<file path="config.mk">
export PLATFORM = sky130hd
export DESIGN_NAME = record_checksum
export DESIGN_NICKNAME = d
export VERILOG_FILES = /design/src/common/hex_loader_settings.svh /design/src/common/hex_loader_pkg.sv /design/src/hex_parser/record_checksum.sv
export SDC_FILE = /design/constraint.sdc
export NUM_CORES = 1
export LEC_CHECK = 0
export ABC_AREA = 1
export BUFFER_PORTS_ARGS = -buffer_cell sky130_fd_sc_hd__buf_2
export CAP_MARGIN = 5
export CORE_MARGIN = 3
export CORE_UTILIZATION = 49
export DETAILED_ROUTE_END_ITERATION = 10
export PLACE_DENSITY = 0.69
export REMOVE_ABC_BUFFERS = 1
export SYNTH_ARGS = -nofsm -noshare
export SYNTH_HDL_FRONTEND = slang
export SYNTH_SLANG_ARGS = --single-unit
</file>
<file path="constraint.sdc">
create_clock -name clk -period 3.2 [get_ports clk]
set_clock_uncertainty 0.2 [all_clocks]
set_input_delay 0.16 -clock clk [delete_from_list [all_inputs] [get_ports clk]]
set_output_delay 0.16 -clock clk [all_outputs]
set_load 0.01 [all_outputs]
</file>
<file path="src/common/hex_loader_settings.svh">
`ifndef HEX_LOADER_SETTINGS_SVH
`define HEX_LOADER_SETTINGS_SVH

`define HL_FIFO_DEPTH 8 // also the sender's starting credits

`define HL_MAX_REC_LEN 32 // largest data count per record

`define HL_MEM_AW 10 // low address bits kept by the load memory

`endif

</file>
<file path="src/common/hex_loader_pkg.sv">
package hex_loader_pkg;

	typedef logic [7:0] hl_byte_t;
	typedef logic [15:0] hl_addr_t;
	typedef logic [3:0] hl_nibble_t;

	typedef enum logic [2:0] {
		SYM_HEX,
		SYM_COLON,
		SYM_CR,
		SYM_LF,
		SYM_BAD
	} hl_sym_kind_e;

	typedef struct packed {
		hl_sym_kind_e kind;
		hl_nibble_t nib; // only meaningful for SYM_HEX
	} hl_sym_t;

	typedef enum logic [2:0] {
		ERR_OK,
		ERR_BAD_CHAR,
		ERR_ORDER,
		ERR_TYPE,
		ERR_CHECKSUM,
		ERR_TOO_LONG
	} hl_err_e;

	typedef struct packed {
		hl_addr_t addr;
		hl_byte_t data;
	} hl_data_t;

	typedef struct packed {
		hl_err_e err;
		hl_byte_t rtype;
		hl_byte_t count;
	} hl_rec_end_t;

	typedef hl_rec_end_t hl_rec_status_t; // outcome seen outside

endpackage

</file>
<file path="src/hex_parser/record_checksum.sv">
`timescale 1ns/1ps

module record_checksum (
	input logic clk,
	input logic i_arst_n,
	input logic i_sym_valid,
	input hex_loader_pkg::hl_sym_t i_sym,
	input logic i_take,
	output logic o_sum_valid,
	output logic o_sum_ok
);

	logic take;
	logic in_line; // a colon was seen, no LF yet
	logic have_hi;
	hex_loader_pkg::hl_nibble_t hi_nib;
	hex_loader_pkg::hl_byte_t sum;

	assign take = i_sym_valid && i_take;

	always_ff @(posedge clk or negedge i_arst_n) begin
		if (!i_arst_n) begin
			in_line <= 1'b0;
			have_hi <= 1'b0;
			hi_nib <= '0;
			sum <= '0;
			o_sum_valid <= 1'b0;
			o_sum_ok <= 1'b0;
		end else begin
			o_sum_valid <= 1'b0;
			if (take) begin
				case (i_sym.kind)
					hex_loader_pkg::SYM_COLON: begin
						sum <= '0;
						in_line <= 1'b1;
						have_hi <= 1'b0;
					end
					hex_loader_pkg::SYM_HEX: if (in_line) begin
						if (have_hi)
							sum <= sum + {hi_nib, i_sym.nib}; // wraps mod 256
						else
							hi_nib <= i_sym.nib;
						have_hi <= !have_hi;
					end
					hex_loader_pkg::SYM_LF: if (in_line) begin
						o_sum_valid <= 1'b1;
						o_sum_ok <= (sum == 8'h00);
						in_line <= 1'b0;
					end
					default: ;
				endcase
			end
		end
	end

endmodule

</file>
After elaboration in Yosys (flattened, before gate mapping)

Cells that the tools add are included.

Add/sub/neg operators: 1
Eq/ne operators: 4
Multiplexer cells: 9
Bitwise gates (word level): 1
Reduce and logical (&&, ||, !) cells: 11

Operator list:

| cell                                                | number |
|---|---|
| 2-to-1 mux 8 bit                                    | 2 |
| case mux 8 bit (2 select lines)                     | 1 |
| adder 8 bit                                         | 1 |
| logical NOT 8 bit                                   | 1 |
| AND reduction 4 bit                                 | 2 |
| AND reduction 3 bit                                 | 2 |
| 2-to-1 mux 1 bit                                    | 4 |
| inequality test 2 bit, second input constant        | 2 |
| case mux 1 bit (2 select lines)                     | 2 |
| nonzero test 2 bit                                  | 2 |
| equality test 3 x 1 -> 1 bit, second input constant | 1 |
| equality test 3 x 2 -> 1 bit, second input constant | 1 |
| logical NOT 3 bit                                   | 1 |
| AND reduction 2 bit                                 | 1 |
| logical AND 1 bit                                   | 1 |
| logical NOT 1 bit                                   | 1 |
| inverter 1 bit                                      | 1 |

Register bits: 16
Bits of input ports: 11
Output and inout bits: 2
Word-level logic and storage cells: 32

Longest topological paths before layout

Depth in word-level cells: 4
Mapped depth: 9
Gate-level depth less buffers: 9

Least setup slack after synthesis

No wires, ideal clock.

Path type: register -> register
Start: reg sum[0]
End: reg sum[6]
Library setup time: 0.117 ns
Data arrival time: 1.356 ns
Data required time: 2.883 ns
Path slack: 1.527 ns
Stages on the path, launching flop included: 9
Path buffers: 0
Period minus slack after synthesis: 1.673 ns
Cell sequence: dfrtp_1 ha_1 fa_1 nand2_1 nand2_1 nand3b_1 nand3b_1 nand3_1 nand2_1

Longest elaborated chain between the ends: 4

RTL lines:

| what                            | RTL line              | text |
|---|---|---|
| start, declared                 | record_checksum.sv:17 | `hex_loader_pkg::hl_byte_t sum;` |
| start signal, assigned          | record_checksum.sv:40 | `sum <= sum + {hi_nib, i_sym.nib};` |
| adder 8 bit                     | record_checksum.sv:40 |  |
| 2-to-1 mux 8 bit                | record_checksum.sv:39 | `if (have_hi)` |
| 2-to-1 mux 8 bit                | record_checksum.sv:38 | `hex_loader_pkg::SYM_HEX: if (in_line) begin` |
| case mux 8 bit (2 select lines) | record_checksum.sv:32 | `case (i_sym.kind)` |

Every way passes these cells. The select of a mux whose other input is x is not followed.
A chain may end at the register's enable or synchronous reset.

Worst setup path in the final report

Start: in i_sym[6] (netlist name)
End: reg o_sum_valid

Longest elaborated chain between the ends: 3

RTL lines:

| what                         | RTL line              | text |
|---|---|---|
| start, declared              | record_checksum.sv:7  | `input hex_loader_pkg::hl_sym_t i_sym,` |
| equality test 3 x 2 -> 1 bit | record_checksum.sv:32 |  |
| 2-to-1 mux 1 bit             | record_checksum.sv:32 |  |
| 2-to-1 mux 1 bit             | record_checksum.sv:31 | `if (take) begin` |
| end signal, assigned         | record_checksum.sv:27 | `o_sum_valid <= 1'b0;` |
| end signal, assigned         | record_checksum.sv:30 | `o_sum_valid <= 1'b0;` |
| end signal, assigned         | record_checksum.sv:46 | `o_sum_valid <= 1'b1;` |
| end, declared                | record_checksum.sv:9  | `output logic o_sum_valid,` |

Every way passes these cells.

==> flow_summary.toml <==
[outcome]
outcome = "finished, final reports clean"

[clock_network]
cts_buffer_depth = 2
cts_root_buffer = "clkbuf_4"
post-cts-setup-buffers = 0
cts.clk_slew.worst_paths_ns = 0.09
h-tree-depth = 1
cts_resized = 0
cts.sinks = 16
cts_inserted_buffers = 3
cts_tree = "done"
clk_latency_ns = 0.28

[global_routing]
antenna_found_initial = 0
grt_pass1_wl_um = 3880
grt_pass1_vias = 918
overflow = 0
track_usage = 0.200
grt_max_degree = 17

[power_and_ir_drop]
pwr-share-clk = 0.215
power_w = 0.000478
pwr-share-comb = 0.261
power_frac_seq = 0.524
power_density_nw_per_um2 = 387
peakVddDrop_mv = 0.301
swShare = 0.323
switchingPower_w = 0.000154
p_leak_nw = 0.689
power.internal_w = 0.000323

[yosys]
synth_area_leader_cell = "dfrtp_1"
synth-seq-area-share = 0.388
ys_ff_latch = 16
netlist_area_um2 = 1030
yosys.area.top_type_share = 0.388
ys.warnings.count = 0
syn_inst = 138
synth_commonest_cells = "nand2_1, dfrtp_1, inv_1, nand3_1, o21ai_0"
synthTopCellsByArea = "dfrtp_1, nand2_1, ha_1"
ys_async_sr_fraction = 1.00
synth.most_common_cell = "nand2_1"
synth_edf_count = 0
syn_avg_cell_area_um2 = 7.47
yosysUniqueCellTypes = 22
synth_flop_cell = "dfrtp_1"

[worst_setup_path]
startpoint_type = "input pin"
crit_arrival_ns = 2.25
crit_chain = "dlygate4sd3_1, buf_2, inv_2, nand4_1, dlygate4sd3_1, nor2_1, dlygate4sd3_1"
cpMostUsedCell = "dlygate4sd3_1"
cp-end-kind = "flop"
slowest_delay_ns = 0.58
crit_family = "buffers and inverters"
slowest_stage = "dlygate4sd3_1"
critPathMaxFanout = 3
cp.required_ns = 3.22
path_buf_inv = 5
criticalPathCategory = "in2reg"

[cells_and_area]
final_cells = 187
layout-drive-gt1-share = 0.167
diodes = 0
fin_nets = 183
nFillCells = 154
fin_util = 0.665
syn_to_final_growth_pct = 19.8

[sta]
finalSetupTns_ns = 0
rsz0062_at_grt = "no"
timing.final.ws_setup_ns = 0.974
period_minus_slack_ns = 2.23
worstMarginPinSlew_ns = 0.357
fmax_mhz = 449
setup_violations = 0
slew_headroom = 0.760
hold_viol_final = 0
post-route-period-util = 0.696
finalMaxSlewViolations = 0

[place]
dp_cells = 175
portBuffers = 12
dp_slack_ns = 1.42
dp_hpwl_um = 1770
place.gp.congestion = 0.787

[floorplan]
die_w_um = 51.9
core_area_um2 = 1860
die_h_um = 51.9
ioPinCount = 13
start_util = 0.555
die_area_um2 = 2690
row_count = 15

[route]
wl_met2_um = 1150
viasPerCell = 5.16
wl_met3_um = 96
highest_layer = "met4"
vias = 964
drc = 0
ant_nets = 0
wl_per_cell_um = 12.0
drtIter0Drc = 25
drt_pass1_iterations = 4
drt-met1-wl_um = 952
routed_wl_um = 2240

[worst_hold_path]
hold_path.class = "in2reg"

[flow_run]
drv_cap = 0
-- path summary, 6_finish.rpt --
check	cells past startpoint	slack [ns]	end	from
setup / recovery	7	0.97	o_sum_valid$_DFF_PN0_	i_sym[6]
setup reg to reg	4	1.08	o_sum_valid$_DFF_PN0_	in_line$_DFFE_PN0P_
max in group asynchronous	2	2.41	sum[3]$_DFFE_PN0P_	i_arst_n
min in group asynchronous	2	0.12	sum[0]$_DFFE_PN0P_	i_arst_n
hold / removal	4	0.02	in_line$_DFFE_PN0P_	i_sym[4]
hold reg to reg	2	0.32	sum[2]$_DFFE_PN0P_	sum[2]$_DFFE_PN0P_
-- cells in the final DEF (no fill, tap or decap) --
cell	synthesis	final
clkbuf_4	0	3
nand2_2	1	1
dfrtp_1	16	16
ha_1	7	7
nand3_1	12	12
nor2_2	3	3
inv_2	4	4
dlygate4sd3_1	0	9
nor2_1	7	7
inv_1	12	12
buf_2	0	12
nand2_1	51	51
nand3_4	1	1
nor3b_1	1	1
o21ai_0	8	8
o21ai_1	2	2
a21oi_1	3	3
or2_2	1	1
nand4_1	1	1
nor4_1	1	1
nor2_4	2	2
nand3b_1	2	2
fa_1	1	1
nor3_1	1	1
xor2_1	1	1
-- routing by layer --
metal / GRT usage / vias up
met5: 0 / -
met4: 0.0655 / 0
met3: 0.0602 / 6
met2: 0.349 / 19
met1: 0.229 / 442
li1: - / 497
-- repair_timing --
| action | 4_1_cts | 5_1_grt |
|---|---|---|
| endpoints found under the hold margin | 22 | 0 |
| hold buffers | 9 | 0 |
| endpoints found under the setup margin | 0 | 0 |
-- through the flow --
step	cell area, um2	hold slack, ns
final	1230	0.0226
after detailed placement	1120	-0.106
after CTS	1230	0.00310
after global routing	1230	0.0310
after global placement	1120	-0.101
after floorplan	1030	-0.336
-- worst min-delay path: stages --
cell	delay, ns
buf_2	0.11
nand2_1	0.07
o21ai_0	0.07
nand2_1	0.06
-- cells by family after synthesis --
kind of cell	synth area share
buf+inv	0.0582
fa+ha+maj	0.104
simple gates	0.377
xor+xnor	0.00850
flops	0.388
compound gates	0.0631
-- layout make-up --
type	instances	area [um2]	share of cell area
clock buffers	3	22.5	0.0182
inverters	16	60.1	0.0486
multi-input cells	106	571	0.462
flip-flops and latches	16	400	0.324
well taps	25	31.3	0.0253
repair buffers	21	150	0.122
-- power by group through the flow --
stage,registers (W),clock network (W),logic (W)
floorplan,0.000250,0,0.0000804
global route,0.000255,0.000115,0.000143
finish,0.000251,0.000103,0.000125
CTS,0.000251,0.000106,0.000125
global placement,0.000254,0,0.000112
detailed placement,0.000255,0,0.000118
-- flip-flops by register name, indices dropped and copies added, names as in the netlist --
name and cells:
in_line 1, sum 8, o_sum_ok 1, have_hi 1, hi_nib 4, o_sum_valid 1
(Power assumes the default switching activity.)
