<file path="src/common/hex_loader_settings.svh">
`ifndef HEX_LOADER_SETTINGS_SVH
`define HEX_LOADER_SETTINGS_SVH

`define HL_FIFO_DEPTH 8 // also the sender's starting credits

`define HL_MAX_REC_LEN 32 // largest data count per record

`define HL_MEM_AW 10 // low address bits kept by the load memory

`endif

</file>
<file path="src/common/hex_loader_pkg.sv">
package hex_loader_pkg;

	typedef logic [7:0] hl_byte_t;
	typedef logic [15:0] hl_addr_t;
	typedef logic [3:0] hl_nibble_t;

	typedef enum logic [2:0] {
		SYM_HEX,
		SYM_COLON,
		SYM_CR,
		SYM_LF,
		SYM_BAD
	} hl_sym_kind_e;

	typedef struct packed {
		hl_sym_kind_e kind;
		hl_nibble_t nib; // only meaningful for SYM_HEX
	} hl_sym_t;

	typedef enum logic [2:0] {
		ERR_OK,
		ERR_BAD_CHAR,
		ERR_ORDER,
		ERR_TYPE,
		ERR_CHECKSUM,
		ERR_TOO_LONG
	} hl_err_e;

	typedef struct packed {
		hl_addr_t addr;
		hl_byte_t data;
	} hl_data_t;

	typedef struct packed {
		hl_err_e err;
		hl_byte_t rtype;
		hl_byte_t count;
	} hl_rec_end_t;

	typedef hl_rec_end_t hl_rec_status_t; // outcome seen outside

endpackage

</file>
<file path="src/char_fifo.sv">
`timescale 1ns/1ps
`include "hex_loader_settings.svh"

module char_fifo (
	input logic clk,
	input logic i_arst_n,
	input logic i_char_valid,
	input hex_loader_pkg::hl_byte_t i_char,
	input logic i_pop,
	output logic o_sym_valid,
	output hex_loader_pkg::hl_sym_t o_sym,
	output logic o_credit
);

	localparam int DEPTH = `HL_FIFO_DEPTH;
	localparam int PTR_W = $clog2(DEPTH);
	localparam int CNT_W = $clog2(DEPTH + 1);

	hex_loader_pkg::hl_sym_t sym_mem [DEPTH];
	logic [PTR_W-1:0] wr_ptr;
	logic [PTR_W-1:0] rd_ptr;
	logic [CNT_W-1:0] fill;
	logic pop;

	function automatic hex_loader_pkg::hl_sym_t classify(input hex_loader_pkg::hl_byte_t c);
		hex_loader_pkg::hl_sym_t s;
		s.kind = hex_loader_pkg::SYM_HEX;
		s.nib = '0;
		if (c >= 8'h30 && c <= 8'h39) // 0..9
			s.nib = c[3:0];
		else if ((c >= 8'h41 && c <= 8'h46) || (c >= 8'h61 && c <= 8'h66))
			s.nib = c[3:0] + 4'd9; // A..F and a..f share the low nibble
		else if (c == 8'h3a)
			s.kind = hex_loader_pkg::SYM_COLON;
		else if (c == 8'h0d)
			s.kind = hex_loader_pkg::SYM_CR;
		else if (c == 8'h0a)
			s.kind = hex_loader_pkg::SYM_LF;
		else
			s.kind = hex_loader_pkg::SYM_BAD;
		return s;
	endfunction

	assign o_sym_valid = (fill != '0);
	assign o_sym = sym_mem[rd_ptr];
	assign pop = i_pop && o_sym_valid;
	assign o_credit = pop; // one credit back per popped entry

	always_ff @(posedge clk) begin
		if (i_char_valid)
			sym_mem[wr_ptr] <= classify(i_char);
	end

	always_ff @(posedge clk or negedge i_arst_n) begin
		if (!i_arst_n) begin
			wr_ptr <= '0;
			rd_ptr <= '0;
			fill <= '0;
		end else begin
			if (i_char_valid)
				wr_ptr <= (wr_ptr == PTR_W'(DEPTH - 1)) ? '0 : wr_ptr + 1'b1;
			if (pop)
				rd_ptr <= (rd_ptr == PTR_W'(DEPTH - 1)) ? '0 : rd_ptr + 1'b1;
			case ({i_char_valid, pop})
				2'b10: fill <= fill + 1'b1;
				2'b01: fill <= fill - 1'b1;
				default: fill <= fill;
			endcase
		end
	end

	// the sender holds no credit when the FIFO is full
	a_no_overrun: assert property (@(posedge clk) disable iff (!i_arst_n)
		i_char_valid |-> fill != CNT_W'(DEPTH))
		else $error("char_fifo push while full");

endmodule

</file>
<file path="config.mk">
export PLATFORM = sky130hd
export DESIGN_NAME = char_fifo
export DESIGN_NICKNAME = d
export VERILOG_FILES = /design/src/common/hex_loader_pkg.sv /design/src/char_fifo.sv
export VERILOG_INCLUDE_DIRS = /design/src /design/src/common
export SDC_FILE = /design/constraint.sdc
export NUM_CORES = 1
export LEC_CHECK = 0
export BUFFER_PORTS_ARGS = -buffer_cell sky130_fd_sc_hd__buf_2
export CORE_MARGIN = 2
export CORE_UTILIZATION = 25
export DETAILED_ROUTE_END_ITERATION = 12
export PLACE_DENSITY = 0.49
export SYNTH_ARGS = -nofsm -noshare
export SYNTH_HDL_FRONTEND = slang
export SYNTH_SLANG_ARGS = --single-unit
</file>
<file path="constraint.sdc">
create_clock -name clk -period 2.3 [get_ports clk]
set_clock_uncertainty 0.1 [all_clocks]
set_input_delay 0.46 -clock clk [delete_from_list [all_inputs] [get_ports clk]]
set_output_delay 0.46 -clock clk [all_outputs]
set_load 0.02 [all_outputs]
</file>
Word-level counts from Yosys, hierarchy flattened --
Memories as Yosys holds them, arrays and structs flattened. Cells that the tools add are included.
Word-level totals: bits in registers 10, memory bits (writable) 56, input port bits 12, output and inout port bits 9, logic and storage cells 43, memories 1
Cells by class: add/subtract/negate cells 5, magnitude comparators 6, equality and inequality tests 7, multiplexer cells 14, reduce and logical (&&, ||, !) cells 7
Memories:
- sym_mem | depth 8, width 7, rd ports 1, clocked after memory_dff 0, write ports 1, RTL line char_fifo.sv:19 | hex_loader_pkg::hl_sym_t sym_mem [DEPTH];
Operators with widths (count):
- 3-bit two-way mux | 8
- 8-bit by 4-bit == test with 1-bit output (second input constant) | 2
- 8-bit by 7-bit >= comparator with 1-bit output (second input constant) | 2
- 8-bit by 7-bit less-or-equal comparator with 1-bit output (second input constant) | 2
- 4-bit two-way mux | 3
- 8-bit by 6-bit == test with 1-bit output (second input constant) | 1
- 8-bit by 6-bit >= comparator with 1-bit output (second input constant) | 1
- 8-bit by 6-bit less-or-equal comparator with 1-bit output (second input constant) | 1
- 4-bit one-hot mux with 2 select lines | 1
- 3-bit by 1-bit adder with 3-bit output (second input constant) | 2
- 3-bit == test (second input constant) | 2
- 4-bit by 1-bit adder with 4-bit output (second input constant) | 1
- 4-bit adder (second input constant) | 1
- 1-bit logical AND | 4
- 4-bit nonzero test | 1
- 4-bit by 1-bit subtractor with 4-bit output (second input constant) | 1
- 2-bit by 1-bit == test with 1-bit output (second input constant) | 1
- 2-bit == test (second input constant) | 1
- 1-bit two-way mux | 2
- 2-bit nonzero test | 1
- 1-bit logical OR | 1

Logic depth before layout (Yosys ltp) --
Gate-level depths: netlist of the first run.
depth after elaboration 7, gate-level depth with buffers 9, depth with buffers taken out 8

Worst setup path before layout of the first run --
No wires, ideal clock.
path kind reg-to-reg, start point register fill[1], end point register fill[3], data arrival time 2.286 ns, required time 2.110 ns, setup slack -0.177 ns, stages on the path, launching flop included 9, path buffers 2, clock period less this slack 2.477 ns, path through dfrtp_1 buf_2 o41ai_4 inv_1 ha_1 clkbuf_1 or4b_1 a21o_1 o221ai_1
On the way: longest elaborated chain between the ends 4, elaborated cells between the ends (all ways) 8, classes of those cells add/sub: 2; eq/ne: 2; mux: 1; reduce/logical: 3
RTL lines:
- from (decl) | RTL line char_fifo.sv:22 | logic [CNT_W-1:0] fill;
- from (signal assigned) | RTL line char_fifo.sv:65 | 2'b10: fill <= fill + 1'b1;
- from (signal assigned) | RTL line char_fifo.sv:66 | 2'b01: fill <= fill - 1'b1;
- from (signal assigned) | RTL line char_fifo.sv:67 | default: fill <= fill;
- 4-bit nonzero test (*) | RTL line char_fifo.sv:44 | assign o_sym_valid = (fill != '0);
- 1-bit logical AND (*) | RTL line char_fifo.sv:46 | assign pop = i_pop && o_sym_valid;
- named net o_credit | RTL line char_fifo.sv:12 | output logic o_credit
- 2-bit by 1-bit == test with 1-bit output or 2-bit == test (tied branches) | RTL line char_fifo.sv:64 | case ({i_char_valid, pop})
- 4-bit one-hot mux with 2 select lines or 2-bit nonzero test (tied branches)
The timed path passes the listed nets; every way through them passes the cells marked *. A chain may end at the register's enable or synchronous reset.

==> flow_summary.yaml, run 1 <==
floorplan:
  io_pins: 21
  die_w_um: 115.1
  die_area_um2: 13240
  core_um2: 12010
  start_util_pct: 25.67
  num_rows: 40
  die_h_um: 115.1
clocking:
  cts_tree: "done"
  cts-root-buf: "clkbuf_16"
  clockBufferDepth: 2
  cts.sinks: 66
  cts_buffers: 9
  cts_max_level: 3
  clk_latency_ns: 0.33
  path_clk_slew_ns: 0.06
routing:
  first_pass_iters: 4
  via_per_inst: 4.467
  drt_iter0_drc: 58
  drc: 0
  num_vias: 1711
  drtAntennaViolNets: 0
  drt-wirelength-per-cell_um: 16.00
  detail_route.wirelength_mm: 6.128
global_routing:
  antenna_found_initial: 0
  grt_pass1_vias: 1765
  grt_pass1_wl_mm: 9.867
  gr-total-overflow: 0
  grtUsageTotal_pct: 10.24
  grt_max_degree: 17
pwr:
  p_clk_share_pct: 29.7
  p_int_w: 0.003428
  max-vdd-ir-drop_v: 0.0003746
  swShare_pct: 29.25
  leakage_nw: 1.462
  combPwrFrac_pct: 35.8
  seqPwrFrac_pct: 34.5
  finalPower_w: 0.004845
  power_density_nw_per_um2: 1234
  power.switching_w: 0.001417
worst_hold_path:
  hp-start: "i_char_valid"
  hold_class: "in2reg"
  min_to: "wr_ptr[2]"
  whs_path_depth: 2
critical_path:
  critPathTopFamily: "multiplexers"
  cp-end-kind: "output port"
  slowest_stage: "mux4_2"
  r2r_cells: 8
  path_cells: "buf_12 > mux4_2 > mux2_4 > buf_6"
  worstSetupStartpointType: "flip-flop"
  critPathRequiredTime_ns: 1.74
  r2r-end: "fill[2]"
  critical_path_buf_inv_count: 2
  crit_type: "reg2out"
  r2r_start: "fill[0]"
  worstPathMaxFanout: 8
  worstPathArrival_ns: 1.81
  cp_slowest_stage_delay_ns: 0.50
  r2r_setup_slack_ns: 0.15
synthesis:
  synth_area_per_cell_um2: 17.42
  syn-instance-count: 177
  yosys_register_bits: 66
  yosys_warnings: 0
  yosysUniqueCellTypes: 44
  yosysSeqAreaShare_pct: 62.66
  ys.flop_type: "edfxtp_1"
  synth_edf_count: 56
  async_reset_ff_share_pct: 15.15
  mappedNetlistArea_um2: 3083
  synth_nets: 200
final_layout:
  fin_util_pct: 32.70
  layout-drive-gt1-share_pct: 41.53
  layout.nets: 254
  syn_to_final_growth_pct: 27.39
  fin_cells: 383
  n_antenna_cell: 0
  num-fill-cells: 1183
place:
  gp_congestion: 0.7369
  place_hpwl_mm: 3.806
  place_worst_setup_slack_ns: 0.004435
  placed_cells: 363
  numPortBuffers: 20
sta:
  rsz0062_at_grt: "yes"
  fmax_ghz: 0.4222
  hold_viol: 0
  fin_ws_ns: -0.06847
  relSlewSlack_pct: 60.27
  tns_ns: -0.4323
  fin_crit_sh_pct: 103.0
  post-route-min-period_ns: 2.368
  drv_slew: 0
  tightest_slew_ns: 0.5877
  setup_viol: 7
outcome:
  failed_checks: "setup timing"
  status: "complete, but fails checks"
flow_run:
  maxCapViolCount: 0
metrics by stage:
stage	cell area (um2)	hold WS, ns
4_1_cts	3949	0.3288
6_report	3928	0.3387
5_1_grt	3928	0.3340
2_1_floorplan	3084	0.06441
3_3_place_gp	3537	0.2442
3_5_place_dp	3537	0.2454
routing by layer:
| layer | routed length, um | vias up | part of all wire [%] | GRT usage, % |
|---|---|---|---|---|
| met3 | 299 | 10 | 4.9 | 2.109 |
| li1 | - | 815 | - | - |
| met4 | 126 | 0 | 2.1 | 5.301 |
| met1 | 2956 | 850 | 48 | 14.02 |
| met2 | 2746 | 36 | 45 | 15.37 |
| met5 | 0 | - | 0 | 0 |
power by group through the flow:
stage | clock (W) | combinational, W | sequential [W]
2_1_floorplan | 0 | 0.00101 | 0.00163
3_3_place_gp | 0 | 0.00143 | 0.00167
3_5_place_dp | 0 | 0.00144 | 0.00167
4_1_cts | 0.00146 | 0.00184 | 0.00167
5_1_grt | 0.00153 | 0.00190 | 0.00170
6_report | 0.00144 | 0.00173 | 0.00167
flip-flops by register name, indices dropped and copies added (netlist names):
signal and count:
rd_ptr 3, fill 4, wr_ptr 3, sym_mem 56
how the worst max path moves through the flow:
stage | startpoint | to | slack (ns) | cells past startpoint
floorplan | fill[0] | fill[3] | -0.09 | 7
CTS | rd_ptr[0] | o_sym[4] | -0.14 | 5
global route | rd_ptr[0] | o_sym[4] | -0.15 | 4
finish | rd_ptr[0] | o_sym[5] | -0.07 | 4
global placement | i_char[0] | sym_mem[6][4] | 0.02 | 6
detailed placement | i_char[0] | sym_mem[7][4] | 0.004 | 6
cell usage in the layout, fill, tap and decap left out, drive strengths merged, types with 3 or more instances in the layout:
master,instances
buf,49
clkbuf,9
dfrtp,10
edfxtp,56
ha,11
inv,8
mux2,12
mux4,14
nand2,5
nand2b,5
nand3,3
nor2,8
nor3,4
or4,3
xnor2,3
cell usage after synthesis (2+ instances only):
library cell / n / area, um2
edfxtp_1: 56 / 1682
mux4_1: 14 / 367.9
mux2_2: 12 / 135.1
ha_1: 11 / 137.6
dfrtp_1: 10 / 250.2
nor2_1: 8 / 30.03
inv_1: 7 / 26.28
nand2_1: 5 / 18.77
nand2b_1: 5 / 31.28
nor3_1: 4 / 20.02
clkbuf_1: 3 / 11.26
nand3_1: 3 / 15.01
or4_1: 3 / 22.52
xnor2_1: 3 / 26.28
a22o_1: 2 / 17.52
mux2i_1: 2 / 20.02
nand4b_1: 2 / 17.52
worst reg2reg max path, delay by kind of cell, from the launching register on:
kind | cells | cell delay [ns]
muxes | 1 | 0.26
adders and majority gates | 2 | 0.40
buffers and inverters | 1 | 0.09
DFF | 1 | 0.40
AOI/OAI and AO/OA | 2 | 0.52
xor gates and xnor gates | 2 | 0.30
what timing repair did:
action,in CTS,in global routing
hold buffers,1,0
cloned,1,0
endpoints found under the hold margin,10,0
resized for setup,39,6
setup buffers,4,0
setup endpoints to repair,7,17
cell families after synthesis:
family | count (synthesis) | share of synthesized area, %
flops | 66 | 62.66
simple gates | 38 | 7.265
mux | 28 | 16.96
compound gates | 16 | 4.992
buf+inv | 14 | 2.516
fa+ha+maj | 11 | 4.464
xor+xnor | 4 | 1.137
final cells by class:
cell class	instances	area (um2)	area share, %
inverter	7	26.28	0.6690
timing repair buffer	50	409.1	10.42
multi-input combinational	97	1057	26.92
sequential	66	1933	49.22
clock buffer	9	225.2	5.734
tap	147	183.9	4.683
clock inverter	7	92.59	2.357
Power figures use the tool's default switching activity.
==> run 2, diff against run 1 <==
--- a/config.mk
+++ b/config.mk
@@ -7,10 +7,9 @@
 export NUM_CORES = 1
 export LEC_CHECK = 0
 export BUFFER_PORTS_ARGS = -buffer_cell sky130_fd_sc_hd__buf_2
-export CORE_MARGIN = 2
-export CORE_UTILIZATION = 25
+export CORE_UTILIZATION = 50
 export DETAILED_ROUTE_END_ITERATION = 12
-export PLACE_DENSITY = 0.49
+export PLACE_DENSITY = 0.79
 export SYNTH_ARGS = -nofsm -noshare
 export SYNTH_HDL_FRONTEND = slang
 export SYNTH_SLANG_ARGS = --single-unit
==> run 2 against run 1 <==
Effect of this change: the flow still finishes with violations (setup timing); global-route usage up 9.2 points; critical path depth unchanged; final cell count down 20%; largest cell class unchanged; sequential power about the same.
==> flow_summary.yaml, run 2 (synthesis gave the netlist of run 1 again) <==
sta:
  tns_ns: -0.5863
  relSlewSlack_pct: 37.74
  post-route-min-period_ns: 2.397
  fmax_ghz: 0.4172
  setup_viol: 7
  fin_ws_ns: -0.09717
  rsz0062_at_grt: "yes"
  fin_crit_sh_pct: 104.2
  drv_slew: 0
  hold_viol: 0
  tightest_slew_ns: 0.9254
final_layout:
  fin_cells: 308
  regMostFlops: "sym_mem"
  layout.nets: 251
  largest_reg_flops: 56
  biggestRegsByFlops: "sym_mem (56), fill (4)"
  syn_to_final_growth_pct: 20.58
  layout-drive-gt1-share_pct: 41.20
  layout_common_cells: "56 x edfxtp_1, 24 x buf_4, 14 x mux4_2, 13 x buf_2, 10 x ha_1"
  final_common_cell: "edfxtp_1"
  n_antenna_cell: 0
place:
  placed_cells: 289
  gp_congestion: 0.7494
  numPortBuffers: 20
  place_hpwl_mm: 3.538
routing:
  num_vias: 1716
  drt_iter0_drc: 122
  first_pass_iters: 4
  drtAntennaViolNets: 0
  via_per_inst: 5.571
  detail_route.wirelength_mm: 5.509
  drt-wirelength-per-cell_um: 17.89
  drc: 0
outcome:
  failed_checks: "setup timing"
  status: "complete, but fails checks"
critical_path:
  slowest_stage: "mux4_2"
  r2r_setup_slack_ns: 0.15
  cp-end-kind: "output port"
  worstSetupStartpointType: "flip-flop"
  critPathTopFamily: "multiplexers"
  critical_path_buf_inv_count: 2
  r2r_cells: 6
  cp_slowest_stage_delay_ns: 0.51
  critPathRequiredTime_ns: 1.74
  r2r_start: "fill[1]"
  r2r-end: "fill[3]"
  worstPathMaxFanout: 8
  path_cells: "buf_12 > mux4_2 > mux2_4 > buf_6"
  worstPathArrival_ns: 1.84
  crit_type: "reg2out"
clocking:
  cts_tree: "done"
  cts_buffers: 9
  cts.sinks: 66
  cts-root-buf: "clkbuf_8"
  clockBufferDepth: 2
  cts_max_level: 3
  clk_latency_ns: 0.33
  path_clk_slew_ns: 0.08
pwr:
  leakage_nw: 1.395
  seqPwrFrac_pct: 37.3
  max-vdd-ir-drop_v: 0.0005777
  combPwrFrac_pct: 37.0
  power_density_nw_per_um2: 1201
  power.switching_w: 0.001320
  p_int_w: 0.003147
  swShare_pct: 29.55
  p_clk_share_pct: 25.7
floorplan:
  core_um2: 5921
  die_area_um2: 6484
  num_rows: 28
  start_util_pct: 52.07
  io_pins: 21
  die_h_um: 80.53
  die_w_um: 80.53
worst_hold_path:
  hp-start: "i_char_valid"
  whs_path_depth: 2
  hold_class: "in2reg"
  min_to: "wr_ptr[2]"
global_routing:
  gr-total-overflow: 0
  grt_max_degree: 17
  antenna_found_initial: 0
  grt_pass1_wl_mm: 8.797
  grt_pass1_vias: 1687
  grtUsageTotal_pct: 19.40
flow_run:
  maxCapViolCount: 0
run 2: worst max path at each step:
stage,startpoint,end,slack [ns],depth (start not counted)
final,rd_ptr[0],o_sym[0],-0.1,4
after global placement,i_char[0],sym_mem[6][6],0.03,7
after global routing,rd_ptr[0],o_sym[0],-0.16,4
after detailed placement,i_char[0],sym_mem[3][4],-0.04,6
after CTS,rd_ptr[0],o_sym[0],-0.15,4
after floorplan,fill[0],fill[3],-0.09,7
run 2: stage by stage:
| stage | util [%] | setup WS [ns] | area (um2) | hold slack, ns | power (W) |
|---|---|---|---|---|---|
| after CTS | 62.66 | -0.1481 | 3710 | 0.3242 | 0.004488 |
| after detailed placement | 57.76 | -0.04138 | 3420 | 0.2436 | 0.003045 |
| after floorplan | - | -0.08691 | 3084 | 0.06441 | 0.002636 |
| after global routing | 62.79 | -0.1577 | 3717 | 0.3224 | 0.004688 |
| after global placement | 57.76 | 0.03080 | 3420 | 0.2366 | 0.003002 |
| final | 62.79 | -0.09717 | 3717 | 0.3386 | 0.004466 |
run 2: layout make-up:
class	instances	area, um2
inverters	7	26.28
fillers	451	2203
clock buffers	9	123.9
flip-flops and latches	66	1933
well taps	75	93.84
repair buffers	47	379.1
clock inverters	7	117.6
multi-input cells	97	1044
run 2: timing repair:
| item | 4_1_cts | 5_1_grt |
|---|---|---|
| hold buffers | 1 | 0 |
| pin swaps | 0 | 1 |
| gates cloned | 1 | 0 |
| hold endpoints to repair | 10 | 0 |
| buffers inserted | 1 | 0 |
| setup endpoints to repair | 7 | 8 |
| resized for setup | 31 | 6 |
run 2: per-layer routing:
layer	track usage (%)	wire, um
met5	0	0
met2	28.81	2600
met3	4.659	279
met4	8.571	80
met1	27.08	2549
run 2: power by group through the flow:
stage               registers, W  clock network (W)  logic (W)
CTS                      0.00167            0.00116    0.00166
finish                   0.00167            0.00115    0.00165
detailed placement       0.00167                  0    0.00138
floorplan                0.00163                  0    0.00101
global route             0.00169            0.00121    0.00179
global placement         0.00166                  0    0.00134
