**src/common/hex_loader_settings.svh**
```systemverilog
`ifndef HEX_LOADER_SETTINGS_SVH
`define HEX_LOADER_SETTINGS_SVH

`define HL_FIFO_DEPTH 8 // also the sender's starting credits

`define HL_MAX_REC_LEN 32 // largest data count per record

`define HL_MEM_AW 10 // low address bits kept by the load memory

`endif

```
**src/common/hex_loader_pkg.sv**
```systemverilog
package hex_loader_pkg;

	typedef logic [7:0] hl_byte_t;
	typedef logic [15:0] hl_addr_t;
	typedef logic [3:0] hl_nibble_t;

	typedef enum logic [2:0] {
		SYM_HEX,
		SYM_COLON,
		SYM_CR,
		SYM_LF,
		SYM_BAD
	} hl_sym_kind_e;

	typedef struct packed {
		hl_sym_kind_e kind;
		hl_nibble_t nib; // only meaningful for SYM_HEX
	} hl_sym_t;

	typedef enum logic [2:0] {
		ERR_OK,
		ERR_BAD_CHAR,
		ERR_ORDER,
		ERR_TYPE,
		ERR_CHECKSUM,
		ERR_TOO_LONG
	} hl_err_e;

	typedef struct packed {
		hl_addr_t addr;
		hl_byte_t data;
	} hl_data_t;

	typedef struct packed {
		hl_err_e err;
		hl_byte_t rtype;
		hl_byte_t count;
	} hl_rec_end_t;

	typedef hl_rec_end_t hl_rec_status_t; // outcome seen outside

endpackage

```
**src/record_commit.sv**
```systemverilog
`timescale 1ns/1ps
`include "hex_loader_settings.svh"

module record_commit (
	input logic clk,
	input logic i_arst_n,
	input logic i_data_valid,
	input hex_loader_pkg::hl_data_t i_data,
	input logic i_end_valid,
	input hex_loader_pkg::hl_rec_end_t i_rec_end,
	input logic i_sum_valid,
	input logic i_sum_ok,
	output logic o_ready,
	output logic o_wr_en,
	output hex_loader_pkg::hl_addr_t o_wr_addr,
	output hex_loader_pkg::hl_byte_t o_wr_data,
	output logic o_rec_valid,
	output hex_loader_pkg::hl_rec_status_t o_rec_status,
	output logic o_eof
);

	localparam int MAX_LEN = `HL_MAX_REC_LEN;
	localparam int IDX_W = $clog2(MAX_LEN);
	localparam int CNT_W = $clog2(MAX_LEN + 1);

	typedef enum logic {
		CM_COLLECT,
		CM_DRAIN
	} state_e;

	state_e state;
	hex_loader_pkg::hl_data_t rec_buf [MAX_LEN];
	logic [CNT_W-1:0] buf_cnt;
	logic [IDX_W-1:0] rd_idx;
	hex_loader_pkg::hl_rec_end_t pend;
	hex_loader_pkg::hl_rec_status_t end_status;
	logic rec_good;
	logic buf_push;
	logic last_wr;

	assign rec_good = (i_rec_end.err == hex_loader_pkg::ERR_OK) && i_sum_valid && i_sum_ok;
	assign buf_push = i_data_valid && (buf_cnt < CNT_W'(MAX_LEN));
	assign last_wr = (CNT_W'(rd_idx) + CNT_W'(1)) == buf_cnt;

	assign o_ready = (state == CM_COLLECT) && !i_end_valid;
	assign o_wr_en = (state == CM_DRAIN);
	assign o_wr_addr = rec_buf[rd_idx].addr;
	assign o_wr_data = rec_buf[rd_idx].data;

	always_comb begin
		end_status = i_rec_end;
		if (i_rec_end.err == hex_loader_pkg::ERR_OK && !rec_good)
			end_status.err = hex_loader_pkg::ERR_CHECKSUM;
	end

	always_ff @(posedge clk) begin
		if (buf_push)
			rec_buf[buf_cnt[IDX_W-1:0]] <= i_data;
	end

	always_ff @(posedge clk or negedge i_arst_n) begin
		if (!i_arst_n) begin
			state <= CM_COLLECT;
			buf_cnt <= '0;
			rd_idx <= '0;
			pend <= '0;
			o_rec_valid <= 1'b0;
			o_rec_status <= '0;
			o_eof <= 1'b0;
		end else begin
			o_rec_valid <= 1'b0;
			o_eof <= 1'b0;
			case (state)
				CM_COLLECT: begin
					if (buf_push)
						buf_cnt <= buf_cnt + 1'b1;
					if (i_end_valid) begin
						if (rec_good && buf_cnt != '0) begin
							pend <= i_rec_end;
							rd_idx <= '0;
							state <= CM_DRAIN;
						end else begin
							o_rec_valid <= 1'b1; // error, bad sum or empty record
							o_rec_status <= end_status;
							o_eof <= rec_good && (i_rec_end.rtype == 8'h01);
							buf_cnt <= '0;
						end
					end
				end
				CM_DRAIN: begin
					rd_idx <= rd_idx + 1'b1;
					if (last_wr) begin
						o_rec_valid <= 1'b1;
						o_rec_status <= pend;
						buf_cnt <= '0;
						state <= CM_COLLECT;
					end
				end
				default: state <= CM_COLLECT;
			endcase
		end
	end

	// parser and checksum unit close a clean line in the same cycle
	a_end_with_sum: assert property (@(posedge clk) disable iff (!i_arst_n)
		i_end_valid && i_rec_end.err == hex_loader_pkg::ERR_OK |-> i_sum_valid)
		else $error("clean record end without checksum result");

endmodule

```
**config.mk**
```make
export PLATFORM = sky130hd
export DESIGN_NAME = record_commit
export DESIGN_NICKNAME = d
export VERILOG_FILES = /design/src/common/hex_loader_pkg.sv /design/src/record_commit.sv
export VERILOG_INCLUDE_DIRS = /design/src /design/src/common
export SDC_FILE = /design/constraint.sdc
export NUM_CORES = 1
export LEC_CHECK = 0
export BUFFER_PORTS_ARGS = -buffer_cell sky130_fd_sc_hd__buf_2
export CAP_MARGIN = 10
export CORE_ASPECT_RATIO = 2
export CORE_MARGIN = 1
export CORE_UTILIZATION = 25
export CTS_CLUSTER_SIZE = 24
export DETAILED_ROUTE_END_ITERATION = 12
export GPL_ROUTABILITY_DRIVEN = 0
export MAX_ROUTING_LAYER = met4
export SYNTH_ARGS = -nofsm -noshare
export SYNTH_HDL_FRONTEND = slang
export SYNTH_SLANG_ARGS = --single-unit
```
**constraint.sdc**
```tcl
create_clock -name clk -period 4.1 [get_ports clk]
set_input_delay 0 -clock clk [delete_from_list [all_inputs] [get_ports clk]]
set_output_delay 0 -clock clk [all_outputs]
set_load 0.05 [all_outputs]
```
Word level (Yosys, flattened, before mapping)

Memory sizes are Yosys's and may differ from the RTL's.
Cells that the tools add are included.

Flip-flop bits (word level): 52
Memory bits (writable): 768
Bits of input ports: 49
Output and inout bits: 47
Logic and storage cells: 63
Memories: 1

$add $sub $neg: 3
Magnitude comparators: 1
Eq/ne operators: 6
Mux-type cells: 26
Bitwise operators: 1
Reductions and logical operators: 14

Memories:

| name    | depth | bits a word | rd ports | clocked after Yosys merged registers in | wr ports | RTL line            | RTL |
|---|---|---|---|---|---|---|---|
| rec_buf | 32    | 24          | 1        | 0                                       | 1        | record_commit.sv:32 | `hex_loader_pkg::hl_data_t rec_buf [MAX_LEN];` |

Operators with widths:

| kind                | number |
|---|---|
| $mux 19             | 3 |
| $pmux 19 s2         | 1 |
| $mux 6              | 4 |
| $pmux 6 s2          | 1 |
| $mux 1              | 11 |
| $mux 5              | 2 |
| $pmux 5 s2          | 1 |
| $eq 8x1->1 const B  | 1 |
| $logic_and 1x1->1   | 7 |
| $add 5x1->6 const B | 1 |
| $add 6x1->6 const B | 1 |
| $eq 6x6->1          | 1 |
| $lt 6x6->1 const B  | 1 |
| $reduce_and 3->1    | 2 |
| $reduce_bool 6->1   | 1 |
| $add 5x1->5 const B | 1 |
| $ne 2x1->1 const B  | 2 |
| $ne 2x2->1 const B  | 2 |
| $pmux 1 s2          | 2 |
| $logic_not 3->1     | 1 |
| $mux 3              | 1 |
| $logic_not 1->1     | 2 |
| $reduce_and 2->1    | 1 |
| $not 1->1           | 1 |

Depth between registers and ports, before layout

Gate-level depths: netlist (run 1).

Depth after elaboration: 9
Mapped depth: 8
Depth with buffers taken out: 7

Worst setup path before layout (run 1)

OpenSTA, ideal clock, no wires.

Path kind: register to register
Start: register buf_cnt[2]
End: memory rec_buf[4][0] (netlist name), enable pin
Setup time: 0.405 ns
Data arrival time: 2.144 ns
Data required time: 3.695 ns
Path slack: 1.551 ns
Cell stages (with the launch flop): 4
Buffers on the path: 1
Clock period less this slack: 2.549 ns
Cells stage by stage: dfrtp_1 > clkbuf_1 > or3b_2 > nor2_1

Longest elaborated chain between the ends: 4

Ends and longest elaborated chain:

| element                      | RTL line            | RTL |
|---|---|---|
| start, declared              | record_commit.sv:33 | `logic [CNT_W-1:0] buf_cnt;` |
| start signal, assigned       | record_commit.sv:76 | `buf_cnt <= buf_cnt + 1'b1;` |
| $lt 6x6->1                   | record_commit.sv:42 | `assign buf_push = i_data_valid && (buf_cnt < CNT_W'(MAX_LEN));` |
| $logic_and 1x1->1            | record_commit.sv:42 |  |
| $mux 1                       | record_commit.sv:57 | `if (buf_push)` |
| $mux 1 (implied by the code) | record_commit.sv:58 | `rec_buf[buf_cnt[IDX_W-1:0]] <= i_data;` |
| end, declared                | record_commit.sv:32 |  |

Several ways; a longest one is shown, not always the timed one.

Final worst setup path (run 1)

Start: register rd_idx[0]
End: output o_wr_addr[6]

Longest elaborated chain between the ends: 1

Ends and longest elaborated chain:

| element                | RTL line            | RTL |
|---|---|---|
| start, declared        | record_commit.sv:34 | `logic [IDX_W-1:0] rd_idx;` |
| start signal, assigned | record_commit.sv:91 | `rd_idx <= rd_idx + 1'b1;` |
| $mem_v2 32x24          | n/a                 |  |
| end, declared          | record_commit.sv:15 | `output hex_loader_pkg::hl_addr_t o_wr_addr,` |

Every way passes these cells.

==> reports/metrics.csv, run 1 <==
stage,metric,value,unit
floorplanning,rows,185,
synthesis,synth_mux_area_share,18.4,%
power_and_ir_drop,power_density,587,mW/mm^2
synthesis,yosysTopAreaCellShare,72.2,%
layout,final_util,29.4,%
drt,drcViolationCount,0,
setup_path,end_kind,output port,
synthesis,synth_top_flop_cell,edfxtp_1,
synthesis,synth-simple-area-share,1.58,%
floorplanning,pin_count,96,
layout,finalNetCount,1619,
synthesis,synth.most_common_cell,edfxtp_1,
cts,cts_tree,done,
synthesis,synth_xor_area_share,0.321,%
drt,wire_per_inst,22.4,um
setup_path,path_max_fanout,21,
cts,clk_pin_slew_worst_paths,0.08,ns
sta,fin_skew,0.0183,ns
synthesis,synth_compound_area_share,1.82,%
min_path,hp-class,in -> async,
sta,final.setup.tns,0,ns
power_and_ir_drop,p_total,21900,uW
floorplanning,die_x,255,um
sta,setup_viol,0,
synthesis,synth_top_family_by_area,multiplexers,
cts,cts_setup_buffers,0,
run,cap_violations,0,
global_routing,grt_pass1_wl,109000,um
sta,slew_viol_final,0,
cts,cts_max_path_buffers,3,
power_and_ir_drop,irDropWorstVdd,0.427,mV
place,placed_cell_area,0.0348,mm^2
synthesis,synth_fp_nets,1440,
synthesis,async_flop_share,6.34,%
cts,worstSkewPairLatency,0.65,ns
place,dpl.hpwl,44500,um
layout,syn_to_final_growth,16.9,%
synthesis,synth_edf_count,768,
global_routing,grt-ovfl-total,0,
setup_path,crit_type,reg -> out,
sta,rsz0062_at_grt,no,
cts,holdBufCountCts,51,
synthesis,yosys-top-cells-area,"edfxtp_1, mux4_2, dfrtp_1",
synthesis,syn_avg_cell_area,23.0,um^2
place,dpl_worst_slack,1.00,ns
cts,cts-root-buf,clkbuf_16,
layout,drive_above_1_share,35.2,%
layout,design_area,0.0374,mm^2
place,port_buffers,95,
sta,tightest_slew,0.951,ns
sta,min_period,3.53,ns
setup_path,arrival,3.53,ns
setup_path,crit_path_start_kind,register,
setup_path,cp.required,4.10,ns
global_routing,grt_max_degree,107,
drt,firstDrtPassIters,5,
cts,cts_resized,0,
sta,worst_slew_margin_rel,36.6,%
synthesis,yosysSeqAreaShare,76.3,%
synthesis,synth_fa_ha_area_share,0.196,%
global_routing,grtUsageTotal,11.8,%
cts,clock_sinks,820,
floorplanning,fp.coreArea,0.127,mm^2
sta,post-route-period-util,86.1,%
floorplanning,start_util,25.2,%
synthesis,synth_seq_cells,820,
cts,cts_buffers,60,
sta,layout_setup_ws,0.569,ns
global_routing,first_global_vias,16000,
floorplanning,die-area,0.129,mm^2
drt,viasPerCell,4.50,
synthesis,yosys.area.top_type,edfxtp_1,
sta,max_freq,283,MHz
drt,vias,14900,
drt,routed_wl,73900,um
synthesis,yosysUniqueCellTypes,47,
synthesis,synthTopCellsByCount,"edfxtp_1, mux4_2, dfrtp_1",
power_and_ir_drop,p_leak,0.0116,uW
synthesis,syn_area,0.0319,mm^2
global_routing,antenna_found_initial,6,
run_status,run_status,finished clean,
synthesis,ys_warn_count,0,
synthesis,syn_inst,1386,
floorplanning,die_h,508,um
cts,htree_levels,2,
drt,ant_nets,0,
sta,finalHoldViolations,0,
drt,dr.first_iter.drc_count,1226,
[final timing paths]
path	slack [ns]	from	depth (start not counted)	end
max in group asynchronous	3.56	i_arst_n	3	rd_idx[2]
worst max-delay path	0.57	rd_idx[0]	6	o_wr_addr[6]
worst min-delay path	0.02	i_arst_n	3	o_rec_status[0]
min in group clk	0.06	i_rec_end[18]	5	o_rec_status[18]
worst min register to register	0.49	pend[17]	1	pend[17]
worst max register to register	0.90	buf_cnt[2]	6	o_eof
[placed cells by master, fill, tap and decap left out, drive strengths merged, types with 7 or more instances in the layout]
cell         count
a31o            16
nor2            41
bufinv           7
edfxtp         768
nand3            8
a221o           18
clkinv          31
buf            146
xnor2            7
dfrtp           52
mux4           240
mux2            43
dlygate4sd3     51
a21oi           18
clkbuf          69
nand2           30
inv              7
[stage by stage]
| stage | cells | hold WS (ns) |
|---|---|---|
| CTS | 3298 | 0.00686 |
| floorplan | 1386 | -0.296 |
| detailed placement | 3135 | 0.171 |
| finish | 3304 | 0.0152 |
| global route | 3304 | 0.0811 |
| global placement | 3135 | 0.149 |
[registers in the layout (all words and copies together), names as in the netlist]
| register | cells |
|---|---|
| buf_cnt | 6 |
| pend | 19 |
| o_rec_valid | 1 |
| o_wr_en | 1 |
| o_eof | 1 |
| rd_idx | 5 |
| rec_buf | 768 |
| o_rec_status | 19 |
[area by class of cell]
type                       count  area (um^2)
sequential                   820        24400
fill                       12300        89500
timing repair buffer         197         1440
clock inverter                43          450
clock buffer                  69         1560
multi-input combinational    479         7380
antenna                        6         15.0
tap                         1683         2110
inverter                       7         26.3
[cell families after synthesis]
group,count (synthesis)
buf+inv,87
simple gates,109
xor+xnor,10
flops,820
compound gates,72
fa+ha+maj,5
mux,283
[per-layer routing]
metal	routed length, um	up-vias	GRT usage [%]
met2	42500	428	22.6
met3	3280	93	1.37
met1	26600	8094	12.5
met4	1490	0	3.28
met5	0	-	-
li1	-	6239	-
[critical path, stage by stage, from the launching register on]
cell	delay [ns]
dfrtp_4	0.66
buf_12	0.26
buf_4	0.31
mux4_2	0.55
mux4_2	0.49
mux2_2	0.34
buf_2	0.23
[report_power, final]
| group | internal, uW | total [uW] | leakage, uW | switching, uW |
|---|---|---|---|---|
| Combinational | 2880 | 6230 | 0.00303 | 3350 |
| Clock | 3200 | 6110 | 0.000966 | 2920 |
| Sequential | 9350 | 9580 | 0.00759 | 233 |
Power figures use the tool's default switching activity.
==> run 2: changes to the inputs <==
Settings changed: PLACE_DENSITY set to 0.44.
==> run 2 against run 1 <==
Hold slack improved by 0.026 ns. Power increased by 2.6%. Non-clock buffer count increased by 7. Sequential power decreased by 0.4%. Via count increased by 0.72%. Critical path depth decreased by 1. Global-route usage increased by 1.9 points. Worst setup slack got worse by 0.073 ns. Register-to-register slack about the same. Largest cell class unchanged. Highest routed layer unchanged.
==> reports/metrics.csv, run 2 (same netlist as run 1, synthesis figures left out) <==
stage,metric,value,unit,change
run_status,run_status,finished clean,,unchanged
min_path,hp-class,in -> async,,unchanged
floorplanning,fp.coreArea,0.127,mm^2,unchanged
sta,slew_viol_final,0,,unchanged
drt,firstDrtPassIters,4,,was 5
setup_path,path_max_fanout,80,,was 21
layout,final_common_cell,edfxtp_1,,unchanged
setup_path,path_cells,"buf_12, mux4_2, mux4_2, mux2_2, buf_2",,"was buf_12, buf_4, mux4_2, mux4_2, mux2_2, buf_2"
drt,ant_nets,0,,unchanged
setup_path,end_kind,output port,,unchanged
power_and_ir_drop,p_leak,0.0118,uW,was 0.0116 uW
setup_path,path_buf_inv,2,,was 3
power_and_ir_drop,p_total,22500,uW,was 21900 uW
sta,whs,0.0413,ns,was 0.0152 ns
floorplanning,pin_count,96,,unchanged
power_and_ir_drop,irDropWorstVdd,0.417,mV,was 0.427 mV
setup_path,r2r_setup_slack,0.89,ns,was 0.90 ns
drt,vias,15000,,was 14900
sta,rsz0062_at_grt,no,,unchanged
sta,finalHoldViolations,0,,unchanged
setup_path,max_stage_delay,0.59,ns,was 0.66 ns
global_routing,grtUsageTotal,13.8,%,was 11.8%
sta,setup_viol,0,,unchanged
drt,wire_per_inst,25.5,um,was 22.4 um
sta,min_period,3.60,ns,was 3.53 ns
global_routing,grt_max_degree,81,,was 107
setup_path,arrival,3.60,ns,was 3.53 ns
cts,cts_max_path_buffers,3,,unchanged
sta,layout_setup_ws,0.496,ns,was 0.569 ns
drt,routed_wl,84900,um,was 73900 um
place,port_buffers,95,,unchanged
floorplanning,start_util,25.2,%,unchanged
setup_path,crit_path_start_kind,register,,unchanged
sta,final.setup.tns,0,ns,unchanged
setup_path,path_delay_family,multiplexers,,unchanged
place,dpl_worst_slack,0.959,ns,was 1.00 ns
global_routing,first_global_vias,16400,,was 16000
place,dpl.hpwl,47600,um,was 44500 um
floorplanning,die_h,508,um,unchanged
layout,largest_reg_flops,768,,unchanged
sta,worst_slew_margin_rel,34.6,%,was 36.6%
sta,tightest_slew,0.982,ns,was 0.951 ns
layout,final_cell_mix,"edfxtp_1, mux4_2, buf_2",,unchanged
setup_path,cpMostUsedCell,mux4_2,,unchanged
drt,viasPerCell,4.50,,about the same
run,cap_violations,0,,unchanged
cts,worstSkewPairLatency,0.63,ns,was 0.65 ns
cts,cts_buffers,71,,was 60
power_and_ir_drop,power_density,597,mW/mm^2,was 587 mW/mm^2
drt,dr.first_iter.drc_count,1244,,was 1226
cts,cts_resized,0,,unchanged
layout,final_util,29.7,%,was 29.4%
global_routing,antenna_found_initial,8,,was 6
layout,drive_above_1_share,35.5,%,was 35.2%
cts,htree_levels,3,,was 2
floorplanning,rows,185,,unchanged
setup_path,cp.required,4.10,ns,about the same
setup_path,crit_type,reg -> out,,unchanged
sta,max_freq,277,MHz,was 283 MHz
cts,cts-root-buf,clkbuf_16,,unchanged
setup_path,slowest_stage,mux4_2,,was dfrtp_4
sta,post-route-period-util,87.9,%,was 86.1%
global_routing,grt-ovfl-total,0,,unchanged
cts,clk_pin_slew_worst_paths,0.07,ns,was 0.08 ns
cts,cts_tree,done,,unchanged
cts,clock_sinks,820,,unchanged
global_routing,grt_pass1_wl,122000,um,was 109000 um
floorplanning,die-area,0.129,mm^2,unchanged
sta,fin_skew,0.0186,ns,was 0.0183 ns
layout,finalNetCount,1637,,was 1619
drt,drcViolationCount,0,,unchanged
layout,syn_to_final_growth,18.1,%,was 16.9%
floorplanning,die_x,255,um,unchanged
-- run 2: cell count changes in the layout (fill, tap and decap cells not counted), sizes merged --
cell,previous run,this run
dlygate4sd3,51,50
clkbuf,69,91
clkinv,31,30
diode,6,7
clkinvlp,5,1
inv,7,6
buf,146,154
bufinv,7,5
-- run 2: layer usage --
metal,global-route usage [%],part of all wire (%)
met1,15.8,40
met2,24.8,55
met3,1.80,3.1
met4,3.77,2.0
met5,-,0
-- run 2: worst min-delay path, delay by kind of cell --
kind	cells	cell delay (ns)
buffers and inverters	3	1.18
-- run 2: area by class of cell --
type	instances	area, um^2
Antenna cell	7	17.5
Clock buffer	91	1910
Clock inverter	35	300
Fill cell	12400	89100
Inverter	7	26.3
Multi-Input combinational cell	479	7380
Sequential cell	820	24400
Tap cell	1683	2110
Timing Repair Buffer	204	1610
-- run 2: final timing paths --
check | from | to | cells past startpoint
worst max-delay path | rd_idx[0] | o_wr_addr[10] | 5
worst min-delay path | i_arst_n | o_rec_status[8] | 3
worst max register to register | buf_cnt[2] | pend[4] | 5
worst min register to register | pend[18] | pend[18] | 1
max in group asynchronous | i_arst_n | rd_idx[0] | 3
min in group clk | i_end_valid | o_rec_status[9] | 4
-- run 2: what timing repair did --
| action | 4_1_cts | 5_1_grt |
|---|---|---|
| endpoints found under the hold margin | 858 | 0 |
| endpoints found under the setup margin | 0 | 0 |
| hold buffers | 50 | 0 |
| buffers inserted | 0 | 0 |
-- run 2: power breakdown --
part / internal (uW) / total (uW) / switching [uW]
clock network: 3620 / 6630 / 3020
registers: 9360 / 9540 / 179
logic: 2830 / 6330 / 3500
-- run 2: through the flow --
stage,area [um^2],std cells
after floorplan,31900,1386
after global placement,35000,3143
after detailed placement,35000,3143
after CTS,37700,3319
after global routing,37700,3326
final,37700,3326
